## src/vtb_data_pkg.sv

```systemverilog
// vtb entry data geometry
package vtb_data_pkg;

  // entry data word and its byte and block split
  localparam int data_w = 64;
  localparam int byte_n = 8;
  localparam int blk_n  = 4;
  localparam int blk_w  = 16;

  typedef logic [data_w-1:0] data_t;
  typedef logic [byte_n-1:0] bmask_t;
  typedef logic [blk_n-1:0]  wen_t;

  // byte mask to bit mask
  function automatic data_t bmask_ext(bmask_t m);
    data_t e;
    for (int i = 0; i < byte_n; i++)
    begin
      e[i*(data_w/byte_n) +: (data_w/byte_n)] = {(data_w/byte_n){m[i]}};
    end
    return e;
  endfunction

  // block write enable to byte mask
  function automatic bmask_t wen_ext(wen_t w);
    bmask_t e;
    for (int i = 0; i < byte_n; i++)
    begin
      e[i] = w[i/(byte_n/blk_n)];
    end
    return e;
  endfunction

endpackage

```

## src/vtb_reg_pkg.sv

```systemverilog
// vtb register tag types
package vtb_reg_pkg;

  // vector register tag, 7 bits
  localparam int vreg_w = 7;

  // architectural register number, taken from the tag top bits
  localparam int areg_w   = 5;
  localparam int areg_lsb = 2;

  typedef logic [vreg_w-1:0] vreg_t;
  typedef logic [areg_w-1:0] areg_t;

endpackage
```

## src/vtb_create_merge.sv

```systemverilog
// vtb create data merge
`timescale 1ns/1ps

module vtb_create_merge
  import vtb_data_pkg::*;
(
  input  data_t  create_data,
  input  data_t  entry_data,
  input  data_t  lsu_wen_data,
  input  bmask_t create_mask,
  input  bmask_t bytes_vld_q,
  input  wen_t   lsu_wen,
  output data_t  merge_data
);

  bmask_t held_mask;
  data_t  held_ext;
  data_t  create_ext;
  data_t  held_data;
  data_t  lsu_data;

  //==========================================================================
  // held bytes
  //==========================================================================
  // bytes the lsu already wrote stay in the entry
  assign held_mask = bytes_vld_q & create_mask;
  assign held_ext  = bmask_ext(held_mask);
  assign held_data = (create_data & ~held_ext) | (entry_data & held_ext);

  //==========================================================================
  // same-cycle lsu write
  //==========================================================================
  assign create_ext = bmask_ext(create_mask);
  assign lsu_data   = (lsu_wen_data & create_ext) | (create_data & ~create_ext);

  // pick per block
  always_comb
  begin
    for (int i = 0; i < blk_n; i++)
    begin
      if (lsu_wen[i])
        merge_data[i*blk_w +: blk_w] = lsu_data[i*blk_w +: blk_w];
      else
        merge_data[i*blk_w +: blk_w] = held_data[i*blk_w +: blk_w];
    end
  end

endmodule

```

## src/vtb_entry.sv

```systemverilog
// vtb write-back buffer entry
`timescale 1ns/1ps

module vtb_entry
  import vtb_data_pkg::*;
  import vtb_reg_pkg::*;
(
  input  logic   entry_clk,
  input  logic   cpurst_b,
  input  logic   create_vld,
  input  logic   create_st,
  input  logic   create_fls,
  input  logic   create_wready,
  input  data_t  create_data,
  input  bmask_t create_mask,
  input  bmask_t create_vl_mask,
  input  vreg_t  create_vreg,
  input  wen_t   lsu_wen,
  input  data_t  lsu_wen_data,
  input  logic   fls_wb_vld,
  input  areg_t  fls_reg,
  input  data_t  fls_data,
  input  logic   fp_wb_vld,
  input  areg_t  fp_wb_reg,
  input  data_t  fp_wb_data,
  input  logic   sseg_wb_vld,
  input  logic   sseg_abnormal_vld,
  input  logic   wb_done,
  input  logic   fwd_done,
  input  logic   flush,
  output logic   entry_vld,
  output logic   st_vld,
  output logic   st_fwd_vld,
  output logic   st_fwd_fp_bus,
  output logic   fls,
  output logic   wdata_ready,
  output logic   wdata_vld,
  output logic   wb_ready,
  output logic   wb_vld,
  output logic   all_wb,
  output logic   vload_vld,
  output data_t  data,
  output vreg_t  vreg,
  output bmask_t vl_mask,
  output bmask_t vm_mask
);

  logic   vld_q;
  logic   st_q;
  logic   fls_q;
  logic   ready_q;
  vreg_t  vreg_q;
  bmask_t mask_q;
  bmask_t mask_active;
  bmask_t bytes_vld_q;
  bmask_t vl_mask_q;
  data_t  fwd_data;
  data_t  merge_data;
  data_t  data_q;

  //==========================================================================
  // entry parts
  //==========================================================================
  vtb_entry_ctrl ctrl0 (
    .entry_clk         (entry_clk),
    .cpurst_b          (cpurst_b),
    .create_vld        (create_vld),
    .create_st         (create_st),
    .create_fls        (create_fls),
    .create_wready     (create_wready),
    .create_mask       (create_mask),
    .create_vl_mask    (create_vl_mask),
    .create_vreg       (create_vreg),
    .lsu_wen           (lsu_wen),
    .st_fwd_vld        (st_fwd_vld),
    .sseg_wb_vld       (sseg_wb_vld),
    .sseg_abnormal_vld (sseg_abnormal_vld),
    .wb_done           (wb_done),
    .fwd_done          (fwd_done),
    .flush             (flush),
    .vld_q             (vld_q),
    .st_q              (st_q),
    .fls_q             (fls_q),
    .ready_q           (ready_q),
    .vreg_q            (vreg_q),
    .mask_q            (mask_q),
    .mask_active       (mask_active),
    .bytes_vld_q       (bytes_vld_q),
    .vl_mask_q         (vl_mask_q),
    .st_vld            (st_vld),
    .wdata_ready       (wdata_ready),
    .wdata_vld         (wdata_vld),
    .wb_ready          (wb_ready),
    .wb_vld            (wb_vld),
    .all_wb            (all_wb),
    .vload_vld         (vload_vld)
  );

  vtb_fwd_match fwd0 (
    .entry_clk     (entry_clk),
    .cpurst_b      (cpurst_b),
    .vld_q         (vld_q),
    .st_q          (st_q),
    .fls_q         (fls_q),
    .ready_q       (ready_q),
    .vreg_q        (vreg_q),
    .fls_wb_vld    (fls_wb_vld),
    .fp_wb_vld     (fp_wb_vld),
    .fls_reg       (fls_reg),
    .fp_wb_reg     (fp_wb_reg),
    .fls_data      (fls_data),
    .fp_wb_data    (fp_wb_data),
    .st_fwd_vld    (st_fwd_vld),
    .st_fwd_fp_bus (st_fwd_fp_bus),
    .fwd_data      (fwd_data)
  );

  vtb_create_merge merge0 (
    .create_data  (create_data),
    .entry_data   (data_q),
    .lsu_wen_data (lsu_wen_data),
    .create_mask  (create_mask),
    .bytes_vld_q  (bytes_vld_q),
    .lsu_wen      (lsu_wen),
    .merge_data   (merge_data)
  );

  vtb_entry_data data0 (
    .entry_clk    (entry_clk),
    .cpurst_b     (cpurst_b),
    .create_vld   (create_vld),
    .st_fwd_vld   (st_fwd_vld),
    .merge_data   (merge_data),
    .fwd_data     (fwd_data),
    .lsu_wen_data (lsu_wen_data),
    .lsu_wen      (lsu_wen),
    .mask_active  (mask_active),
    .data_q       (data_q)
  );

  // register outputs
  assign entry_vld = vld_q;
  assign fls       = fls_q;
  assign data      = data_q;
  assign vreg      = vreg_q;
  assign vl_mask   = vl_mask_q;
  assign vm_mask   = mask_q;

endmodule

```

## src/vtb_entry_ctrl.sv

```systemverilog
// vtb entry control state
`timescale 1ns/1ps

module vtb_entry_ctrl
  import vtb_data_pkg::*;
  import vtb_reg_pkg::*;
(
  input  logic   entry_clk,
  input  logic   cpurst_b,
  input  logic   create_vld,
  input  logic   create_st,
  input  logic   create_fls,
  input  logic   create_wready,
  input  bmask_t create_mask,
  input  bmask_t create_vl_mask,
  input  vreg_t  create_vreg,
  input  wen_t   lsu_wen,
  input  logic   st_fwd_vld,
  input  logic   sseg_wb_vld,
  input  logic   sseg_abnormal_vld,
  input  logic   wb_done,
  input  logic   fwd_done,
  input  logic   flush,
  output logic   vld_q,
  output logic   st_q,
  output logic   fls_q,
  output logic   ready_q,
  output vreg_t  vreg_q,
  output bmask_t mask_q,
  output bmask_t mask_active,
  output bmask_t bytes_vld_q,
  output bmask_t vl_mask_q,
  output logic   st_vld,
  output logic   wdata_ready,
  output logic   wdata_vld,
  output logic   wb_ready,
  output logic   wb_vld,
  output logic   all_wb,
  output logic   vload_vld
);

  logic   create_ready;
  bmask_t lsu_wen_bytes;

  assign create_ready  = create_wready && create_st;
  assign lsu_wen_bytes = wen_ext(lsu_wen);

  //==========================================================================
  // entry state
  //==========================================================================
  // release beats create
  always_ff @(posedge entry_clk or negedge cpurst_b)
  begin
    if (!cpurst_b)
      vld_q <= 1'b0;
    else if (wb_done || fwd_done || flush)
      vld_q <= 1'b0;
    else if (create_vld)
      vld_q <= 1'b1;
  end

  // vm and vl masks
  always_ff @(posedge entry_clk or negedge cpurst_b)
  begin
    if (!cpurst_b)
    begin
      mask_q    <= '1;
      vl_mask_q <= '1;
    end
    else if (wb_done)
    begin
      mask_q    <= '1;
      vl_mask_q <= '1;
    end
    else if (create_vld)
    begin
      mask_q    <= create_mask;
      vl_mask_q <= create_vl_mask;
    end
  end

  // bytes already written by the lsu
  always_ff @(posedge entry_clk or negedge cpurst_b)
  begin
    if (!cpurst_b)
      bytes_vld_q <= '0;
    else if (wb_done)
      bytes_vld_q <= lsu_wen_bytes;
    else if (|lsu_wen)
      bytes_vld_q <= bytes_vld_q | lsu_wen_bytes;
  end

  // tag and type bits
  always_ff @(posedge entry_clk or negedge cpurst_b)
  begin
    if (!cpurst_b)
    begin
      vreg_q <= '0;
      st_q   <= 1'b0;
      fls_q  <= 1'b0;
    end
    else if (create_vld)
    begin
      vreg_q <= create_vreg;
      st_q   <= create_st;
      fls_q  <= create_fls;
    end
  end

  // ready, set by forward or segment strobes
  always_ff @(posedge entry_clk or negedge cpurst_b)
  begin
    if (!cpurst_b)
      ready_q <= 1'b0;
    else if (create_vld)
      ready_q <= create_ready;
    else if (st_fwd_vld || sseg_wb_vld || sseg_abnormal_vld)
      ready_q <= 1'b1;
  end

  // full mask once the entry holds its data
  assign mask_active = (vld_q && !ready_q) ? mask_q : '1;

  //==========================================================================
  // status
  //==========================================================================
  assign st_vld      = vld_q && st_q;
  assign wdata_ready = ready_q || st_fwd_vld;
  assign wdata_vld   = vld_q && st_q && ready_q;
  assign wb_ready    = vld_q && !st_q && ready_q;
  assign wb_vld      = vld_q && !st_q && (ready_q || sseg_wb_vld);
  assign all_wb      = !(vld_q && !st_q);
  assign vload_vld   = vld_q && !st_q && !fls_q;

  // a flush never lets a create through
  a_flush_no_vld : assert property (
    @(posedge entry_clk) disable iff (!cpurst_b)
    flush |=> !vld_q
  );

endmodule

```

## src/vtb_entry_data.sv

```systemverilog
// vtb entry data register
`timescale 1ns/1ps

module vtb_entry_data
  import vtb_data_pkg::*;
(
  input  logic   entry_clk,
  input  logic   cpurst_b,
  input  logic   create_vld,
  input  logic   st_fwd_vld,
  input  data_t  merge_data,
  input  data_t  fwd_data,
  input  data_t  lsu_wen_data,
  input  wen_t   lsu_wen,
  input  bmask_t mask_active,
  output data_t  data_q
);

  data_t active_ext;
  data_t wr_data;
  data_t data_d;

  // lsu bytes under the active mask, old bytes elsewhere
  assign active_ext = bmask_ext(mask_active);
  assign wr_data    = (lsu_wen_data & active_ext) | (data_q & ~active_ext);

  //==========================================================================
  // per block next value
  //==========================================================================
  always_comb
  begin
    for (int i = 0; i < blk_n; i++)
    begin
      if (create_vld)
        data_d[i*blk_w +: blk_w] = merge_data[i*blk_w +: blk_w];
      else if (st_fwd_vld)
        data_d[i*blk_w +: blk_w] = fwd_data[i*blk_w +: blk_w];
      else if (lsu_wen[i])
        data_d[i*blk_w +: blk_w] = wr_data[i*blk_w +: blk_w];
      else
        data_d[i*blk_w +: blk_w] = data_q[i*blk_w +: blk_w];
    end
  end

  always_ff @(posedge entry_clk)
  begin
    data_q <= data_d;
  end

  a_wen_known : assert property (
    @(posedge entry_clk) disable iff (!cpurst_b)
    !$isunknown(lsu_wen)
  );

endmodule

```

## src/vtb_fwd_match.sv

```systemverilog
// vtb store data forward match
`timescale 1ns/1ps

module vtb_fwd_match
  import vtb_data_pkg::*;
  import vtb_reg_pkg::*;
(
  input  logic  entry_clk,
  input  logic  cpurst_b,
  input  logic  vld_q,
  input  logic  st_q,
  input  logic  fls_q,
  input  logic  ready_q,
  input  vreg_t vreg_q,
  input  logic  fls_wb_vld,
  input  logic  fp_wb_vld,
  input  areg_t fls_reg,
  input  areg_t fp_wb_reg,
  input  data_t fls_data,
  input  data_t fp_wb_data,
  output logic  st_fwd_vld,
  output logic  st_fwd_fp_bus,
  output data_t fwd_data
);

  areg_t entry_areg;
  logic  fls_hit;
  logic  fwd_gate;

  assign entry_areg = vreg_q[vreg_w-1:areg_lsb];

  // bus hits on the entry register
  assign fls_hit       = fls_wb_vld && (fls_reg == entry_areg);
  assign st_fwd_fp_bus = fp_wb_vld && (fp_wb_reg == entry_areg);

  // only a waiting fls store takes forwarded data
  assign fwd_gate   = vld_q && st_q && fls_q && !ready_q;
  assign st_fwd_vld = fwd_gate && (fls_hit || st_fwd_fp_bus);

  // fp bus first
  assign fwd_data = st_fwd_fp_bus ? fp_wb_data : fls_data;

  // forwarded word carries no unknown bits
  a_fwd_data_known : assert property (
    @(posedge entry_clk) disable iff (!cpurst_b)
    st_fwd_vld |-> !$isunknown(fwd_data)
  );

endmodule

```

## config.mk

```make
export PLATFORM = sky130hd
export DESIGN_NAME = vtb_entry
export DESIGN_NICKNAME = d
export VERILOG_FILES = /design/src/vtb_data_pkg.sv /design/src/vtb_reg_pkg.sv /design/src/vtb_create_merge.sv /design/src/vtb_entry.sv /design/src/vtb_entry_ctrl.sv /design/src/vtb_entry_data.sv /design/src/vtb_fwd_match.sv
export SDC_FILE = /design/constraint.sdc
export NUM_CORES = 1
export LEC_CHECK = 0
export CAP_MARGIN = 20
export CORE_AREA = 2 2 157 159
export DETAILED_ROUTE_END_ITERATION = 8
export DIE_AREA = 0 0 159 161
export DONT_BUFFER_PORTS = 1
export GPL_ROUTABILITY_DRIVEN = 0
export SETUP_SLACK_MARGIN = 0.05
export SYNTH_ARGS = -nofsm -noshare
export SYNTH_HDL_FRONTEND = slang
export SYNTH_SLANG_ARGS = --single-unit
export TNS_END_PERCENT = 1
```

## constraint.sdc

```tcl
create_clock -name entry_clk -period 3.3 [get_ports entry_clk]
set_input_delay 0.33 -clock entry_clk [delete_from_list [all_inputs] [get_ports entry_clk]]
set_output_delay 0.33 -clock entry_clk [all_outputs]
set_load 0.005 [all_outputs]
```

=== Word-level counts from Yosys, hierarchy flattened ===
Index checks and enable logic that the tools add are counted.

* Register bits: 99
* Word-level logic and storage cells: 89
* Input port bits: 306

* Bitwise gates (word level): 14
* Reduce and logical (&&, ||, !) cells: 33
* Equality and inequality tests: 2
* Mux-type cells: 28

{| class="wikitable"
|+ Operator list
! cell !! count
|-
| $and 64x64->64 || 6
|-
| $mux 16 || 16
|-
| $not 64->64 || 3
|-
| $or 64x64->64 || 3
|-
| $mux 64 || 1
|-
| $mux 8 || 7
|-
| $logic_and 1x1->1 || 13
|-
| $reduce_bool 3->1 || 4
|-
| $eq 5x5->1 || 2
|-
| $and 8x8->8 || 1
|-
| $or 8x8->8 || 1
|-
| $reduce_bool 2->1 || 4
|-
| $logic_or 1x1->1 || 7
|-
| $logic_not 1->1 || 4
|-
| $mux 1 || 4
|-
| $reduce_or 4->1 || 1
|}

=== Longest topological paths before layout ===
Gate-level depths: netlist (run 1).

* Depth in word-level cells: 9
* Mapped depth: 7
* Gate-level depth less buffers: 5

=== Hierarchy ===
A second synthesis (run 1) with hierarchy kept.

* Cells, all modules: 847
* Area, all modules: 8,095.3 µm²

{| class="wikitable"
|+ By module, submodules not included
! module !! cells each !! instances !! seq. area each (µm²) !! area an instance (µm²)
|-
| vtb_entry_data || 373 || 1 || 1,921.8 || 3,862.5
|-
| vtb_create_merge || 273 || 1 || 0.0 || 1,707.9
|-
| vtb_entry_ctrl || 113 || 1 || 895.9 || 1,471.4
|-
| vtb_fwd_match || 88 || 1 || 0.0 || 1,053.5
|}

=== Worst setup path after synthesis (run 1) ===
OpenSTA, ideal clock, no wires.

* Path type: register to register
* From: reg ctrl0.vreg_q[2]
* To: reg with a tool-made name
* Arrival time: 1.853 ns
* Data required time: 2.926 ns
* Setup time: 0.374 ns
* Period minus slack after synthesis: 2.227 ns
* Cell stages (with the launch flop): 8
* Setup slack: 1.073 ns
* Path through: dfrtp_1 -> xor2_1 -> nand2b_1 -> o32ai_2 -> buf_4 -> buf_2 -> a21oi_1 -> o21ai_1

{| class="wikitable"
|+ RTL lines
! element !! line !! source
|-
| start, declared || vtb_entry_ctrl.sv:28 || <nowiki>output vreg_t vreg_q,</nowiki>
|-
| start signal, assigned || vtb_entry_ctrl.sv:104 || <nowiki>vreg_q <= create_vreg;</nowiki>
|}

==> results of run 1 <==
[per-stage QoR]
step / std cells / setup WS (ns) / cell area, µm² / util [%] / hold slack (ns)
2_1_floorplan: 563 / 1.07 / 6520 / - / 0.0344
3_3_place_gp: 843 / 0.776 / 6790 / 28.3 / 0.0355
3_5_place_dp: 843 / 0.767 / 6790 / 28.3 / 0.0354
4_1_cts: 861 / 0.748 / 7110 / 29.7 / 0.0226
5_1_grt: 862 / 0.515 / 7110 / 29.7 / 0.0210
6_report: 862 / 0.747 / 7110 / 29.7 / 0.0465
[cell families after synthesis]
group	count (synthesis)
buf+inv	66
compound gates	171
flops	99
xor+xnor	10
simple gates	128
mux	89
[worst max-delay path by stage]
stage | endpoint | slack (ns) | depth (start not counted)
2_1_floorplan | flip-flop | 1.07 | 7
5_1_grt | flip-flop | 0.51 | 5
4_1_cts | flip-flop | 0.75 | 5
3_3_place_gp | flip-flop | 0.78 | 5
6_report | flip-flop | 0.75 | 6
3_5_place_dp | flip-flop | 0.77 | 5
[what timing repair did]
action                                  in CTS  in global routing
hold buffers                                 2                  0
hold endpoints to repair                    35                  0
endpoints found under the setup margin       0                  0
[synthesized netlist by cell type (all sizes together)]
master / count / area [µm²]
a21o: 8 / 60.1
inv: 10 / 37.5
dfrtp: 19 / 475
dfstp: 16 / 420
mux2i: 16 / 160
nor4: 3 / 18.8
and3: 1 / 6.26
and2: 9 / 56.3
a21oi: 8 / 40.0
mux2: 73 / 822
xor2: 2 / 17.5
nor2: 14 / 55.1
buf: 32 / 180
nand2: 27 / 101
and4b: 1 / 10.0
nor4b: 64 / 561
nand2b: 4 / 25.0
a22o: 64 / 561
o32ai: 1 / 16.3
nand3: 2 / 10.0
a221o: 64 / 641
nand4: 1 / 12.5
nand3b: 1 / 7.51
clkbuf: 24 / 90.1
edfxtp: 64 / 1920
xnor2: 8 / 70.1
o21ai: 25 / 125
o21a: 1 / 7.51
nor2b: 1 / 6.26
[power by group through the flow]
stage	clock network, mW	logic [mW]	registers (mW)
2_1_floorplan	0	0.363	1.54
3_3_place_gp	0	0.387	1.58
3_5_place_dp	0	0.396	1.58
4_1_cts	1.09	0.410	1.56
5_1_grt	1.14	0.451	1.56
6_report	1.05	0.409	1.55
[layer usage]
| metal | wire length (µm) | track usage, % | vias up |
|---|---|---|---|
| met4 | 329 | 4.42 | 0 |
| met5 | 0 | 0 | - |
| li1 | - | - | 2237 |
| met1 | 8030 | 17.9 | 2455 |
| met2 | 10600 | 26.9 | 285 |
| met3 | 1770 | 4.52 | 22 |
[worst reg2reg max path, cell delays in order, from the launching register on]
cell	delay [ns]
dfrtp_1	0.43
and4b_1	0.33
nand3b_1	0.14
o32ai_4	0.34
buf_12	0.25
a21oi_1	0.11
o21ai_1	0.60
[area by class of cell]
cell class | count | area (µm²) | share of cell area (%)
diodes | 1 | 2.50 | 0.0352
clock buffers | 11 | 254 | 3.57
clock inverters | 5 | 33.8 | 0.475
inverters | 10 | 37.5 | 0.528
multi-input cells | 398 | 3410 | 48.0
flip-flops and latches | 99 | 2820 | 39.6
well taps | 324 | 405 | 5.70
repair buffers | 14 | 145 | 2.04
==> results.yml, run 1 <==
finish:
  final_cell_mix: "64 x a22o_1, 64 x nor4b_1, 64 x a221o_1, 64 x edfxtp_1, 45 x mux2_2"
  drive_above_1_share_pct: 17.3
  area_delta_synth_final_pct: 9.12
  fin_nets: 838
  fill_cells: 2501
place:
  port_buffers: 0
  dpl.hpwl_um: 15500
timing:
  fin_skew_ns: 0.00930
  slew_headroom_pct: 26.6
  post-route-min-period_ns: 2.55
  final-setup-viol-count: 0
  setup-tns-final_ns: 0
  grt_setup_unrepaired: "no"
  max_freq_ghz: 0.392
  worst_pin_slew_ns: 1.09
  period_share_pct: 77.4
  drv_slew: 0
  final_hold_viol_count: 0
job:
  cap_viol_max_count: 0
critical_path:
  crit_chain: "and4b_1 > nand3b_1 > o32ai_4 > buf_12 > a21oi_1 > o21ai_1"
  cp_data_required_time_ns: 3.28
  startpoint: "ctrl0.ready_q"
  crit_buf_inv: 1
  max_stage_delay_ns: 0.60
  critical_path.max_fanout: 39
  r2r_slack_ns: 0.75
  cp.arrival_ns: 2.53
  critPathLaunchType: "flip-flop"
  crit_family: "compound AO/OA/AOI/OAI gates"
  crit_type: "flip-flop to flip-flop"
  endpoint_kind: "flip-flop"
  crit_path_top_delay_cell: "o21ai_1"
  reg2reg_depth: 6
  r2r_start: "ctrl0.ready_q"
worst_hold_path:
  holdPathEnd: "ctrl0.vld_q"
  whs_path_depth: 1
  min_from: "wb_done"
  hold_class: "input port to flip-flop"
clock_tree:
  clock_sinks: 99
  clockRootBuffer: "clkbuf_16"
  post_cts_buffers: 0
  cts_tree: "done"
  clk_pin_slew_ns: 0.07
  clk_path_buf_depth: 2
  h-tree-depth: 3
  clk_latency_ns: 0.34
  numCtsBuffers: 9
  cts_resized: 0
logic_synthesis:
  synth_area_per_cell_um2: 11.6
  synthAdderAreaFrac_pct: 0
  synth_cell_types: 35
  seq_area_frac_synth_pct: 43.2
  syn_area_um2: 6510
  yosys_warnings: 0
  synth_xor_area_share_pct: 1.34
  synth_top_family_by_area: "compound AO/OA/AOI/OAI gates"
  synthMuxAreaShare_pct: 15.1
  ys_ff_latch: 99
  syn_inst: 563
  syn_nets: 869
  synth-simple-area-share_pct: 13.3
  synth-compound-area-share_pct: 22.3
global_routing:
  grt_usage_pct: 15.2
  grt_pass1_vias: 4985
  grt_max_degree: 174
  grt.overflow.total: 0
  grt_pass1_wl_um: 30200
  antenna_found_initial: 1
routing:
  dr.pass1.iters: 5
  antenna_left: 0
  drc: 0
  wl_per_cell_um: 24.0
  routed-via-count: 4999
  drt_iter0_markers: 377
  totalWireLength_um: 20700
  routed_via_density: 5.80
floorplanning:
  die_y_um: 161
  rows: 57
  dieArea_um2: 25600
  io_pins: 404
  core_um2: 24000
  die_x_um: 159
  initial_core_util_pct: 27.2
power:
  seqPwrFrac_pct: 51.7
  power_density_nw_per_um2: 423
  p_comb_share_pct: 13.6
  sw_frac_of_total_pct: 25.1
  power_mw: 3.01
  p_sw_mw: 0.754
  p_clk_share_pct: 34.8
  vdd_drop_max_mv: 0.206
  p_leak_nw: 2.43
  intPower_mw: 2.26
status:
  status: "finished, final reports clean"
Note: power is estimated with default switching activity, not from simulation.
==> inputs of run 2 (changes only) <==
- clock period: 3.3 -> 2.1 ns (I/O delays scaled with it)
==> run 2 against run 1 <==
Net effect:
- the flow now finishes with violations (negative setup slack)
- global-route usage grew 0.59 points
- sequential power grew 57%
- combinational power grew 93%
- flip-flop and latch count is the same
- design area grew 10%
- power grew 63%
- critical path depth is the same
- clock skew shrank 0.0018 ns
- highest routed layer unchanged
==> results.yml, run 2 (synthesis gave the netlist of run 1 again) <==
critical_path:
  startpoint: "ctrl0.vreg_q[5]"
  cp.arrival_ns: 2.30
  critPathLaunchType: "flip-flop"
  crit_type: "flip-flop to flip-flop"
  r2r_start: "ctrl0.vreg_q[5]"
  critical_path.max_fanout: 32
  cp_data_required_time_ns: 2.20
  endpoint_kind: "flip-flop"
finish:
  area_delta_synth_final_pct: 20.4
  final_cell_mix: "64 x a22o_1, 64 x nor4b_1, 64 x a221o_1, 64 x edfxtp_1, 45 x mux2_2"
  drive_above_1_share_pct: 23.4
  n_antenna_cell: 0
  multiInputGateArea_um2: 3480
  post-route-util_pct: 32.7
  fin_nets: 903
  fill_cells: 2456
  seq_area_um2: 2820
  fin_area_um2: 7850
timing:
  drv_slew: 0
  worst_pin_slew_ns: 1.07
  setup_slack_ns: -0.103
  final-setup-viol-count: 97
  setup-tns-final_ns: -5.93
  period_share_pct: 105
  max_freq_ghz: 0.454
  slew_headroom_pct: 27.6
  final_hold_viol_count: 0
  post-route-min-period_ns: 2.20
  fin_skew_ns: 0.00746
  grt_setup_unrepaired: "yes"
status:
  status: "complete, but fails checks"
  violations: "negative setup slack"
floorplanning:
  core_um2: 24000
  die_x_um: 159
  io_pins: 404
  dieArea_um2: 25600
  die_y_um: 161
  rows: 57
  initial_core_util_pct: 27.2
routing:
  antenna_left: 0
  routed-via-count: 5224
  dr.pass1.iters: 5
  totalWireLength_um: 21800
  drc: 0
  drt_iter0_markers: 385
  wl_per_cell_um: 23.5
  routed_via_density: 5.64
clock_tree:
  clk_pin_slew_ns: 0.07
  numCtsBuffers: 9
  clk_latency_ns: 0.35
  cts_tree: "done"
  h-tree-depth: 3
  clk_path_buf_depth: 2
  ctsHoldBuffers: 32
  post_cts_buffers: 0
  clock_sinks: 99
  clockRootBuffer: "clkbuf_16"
worst_hold_path:
  hold_class: "input port to flip-flop"
  min_from: "create_vreg[4]"
power:
  p_clk_share_pct: 34.1
  power_mw: 4.89
  seqPwrFrac_pct: 49.8
  p_comb_share_pct: 16.1
  p_sw_mw: 1.23
  power_density_nw_per_um2: 624
  p_leak_nw: 2.79
  vdd_drop_max_mv: 0.334
  sw_frac_of_total_pct: 25.2
  intPower_mw: 3.66
global_routing:
  grt_pass1_wl_um: 31600
  grt.overflow.total: 0
  antenna_found_initial: 0
  grt_pass1_vias: 5304
  grt_usage_pct: 15.8
  grt_max_degree: 174
place:
  placed_area_um2: 7170
  port_buffers: 0
  dpl.hpwl_um: 15800
  dpl_worst_slack_ns: -0.123
job:
  cap_viol_max_count: 0
==> run 2: cell count changes in the layout (fill, tap and decap cells not counted), moves of 8 or more <==
cell | previous run | this run
buf_12 | 3 | 11
buf_4 | 10 | 33
dlygate4sd3_1 | 1 | 31
o21ai_1 | 9 | 1
o21ai_2 | 0 | 8
==> run 2: per-stage QoR <==
| stage | std cells | hold slack (ns) |
|---|---|---|
| floorplan | 563 | -0.0856 |
| global placement | 877 | -0.0843 |
| detailed placement | 877 | -0.0844 |
| CTS | 925 | -0.0509 |
| global route | 926 | -0.0171 |
| finish | 926 | 0.0232 |
==> run 2: repair_timing <==
| action | 4_1_cts | 5_1_grt |
|---|---|---|
| pin swaps | 22 | 33 |
| endpoints found under the setup margin | 129 | 130 |
| resized for setup | 7 | 2 |
| endpoints found under the hold margin | 69 | 1 |
==> run 2: metal layers <==
layer	vias up	GRT usage, %	wire, µm
met4	0	4.67	361
met5	-	0	0
li1	2365	-	-
met2	278	28.0	11000
met1	2560	18.2	8610
met3	21	5.29	1830
==> run 2: worst max-delay path: stages (launching register included) <==
cell and delay [ns]:
dfrtp_1 0.42, xnor2_1 0.19, nand4_2 0.16, nor2_4 0.17, buf_12 0.22, mux2_2 0.40, a221o_1 0.35
==> run 2: power groups by stage <==
stage | clock (mW) | sequential, mW | combinational, mW
after floorplan | 0 | 2.43 | 0.581
after CTS | 1.74 | 2.44 | 0.788
after global routing | 1.81 | 2.45 | 0.863
after global placement | 0 | 2.47 | 0.697
final | 1.67 | 2.44 | 0.789
after detailed placement | 0 | 2.48 | 0.708
==> run 2: layout make-up <==
class	count	area share, %
Multi-Input combinational cell	398	44.3
Sequential cell	99	35.9
Clock inverter	4	0.383
Clock buffer	12	3.29
Timing Repair Buffer	79	10.4
Inverter	10	0.478
Tap cell	324	5.17
==> run 2: final timing paths <==
kind                                   endpoint  slack [ns]  cells after the start
max in group asynchronous       ctrl0.mask_q[2]        1.52                      2
min in group asynchronous  ctrl0.bytes_vld_q[7]        0.30                      2
max reg2reg                           flip-flop       -0.10                      6
max                                   flip-flop       -0.10                      6
min                             ctrl0.vreg_q[4]        0.02                      1
min reg2reg                ctrl0.bytes_vld_q[1]        0.50                      1
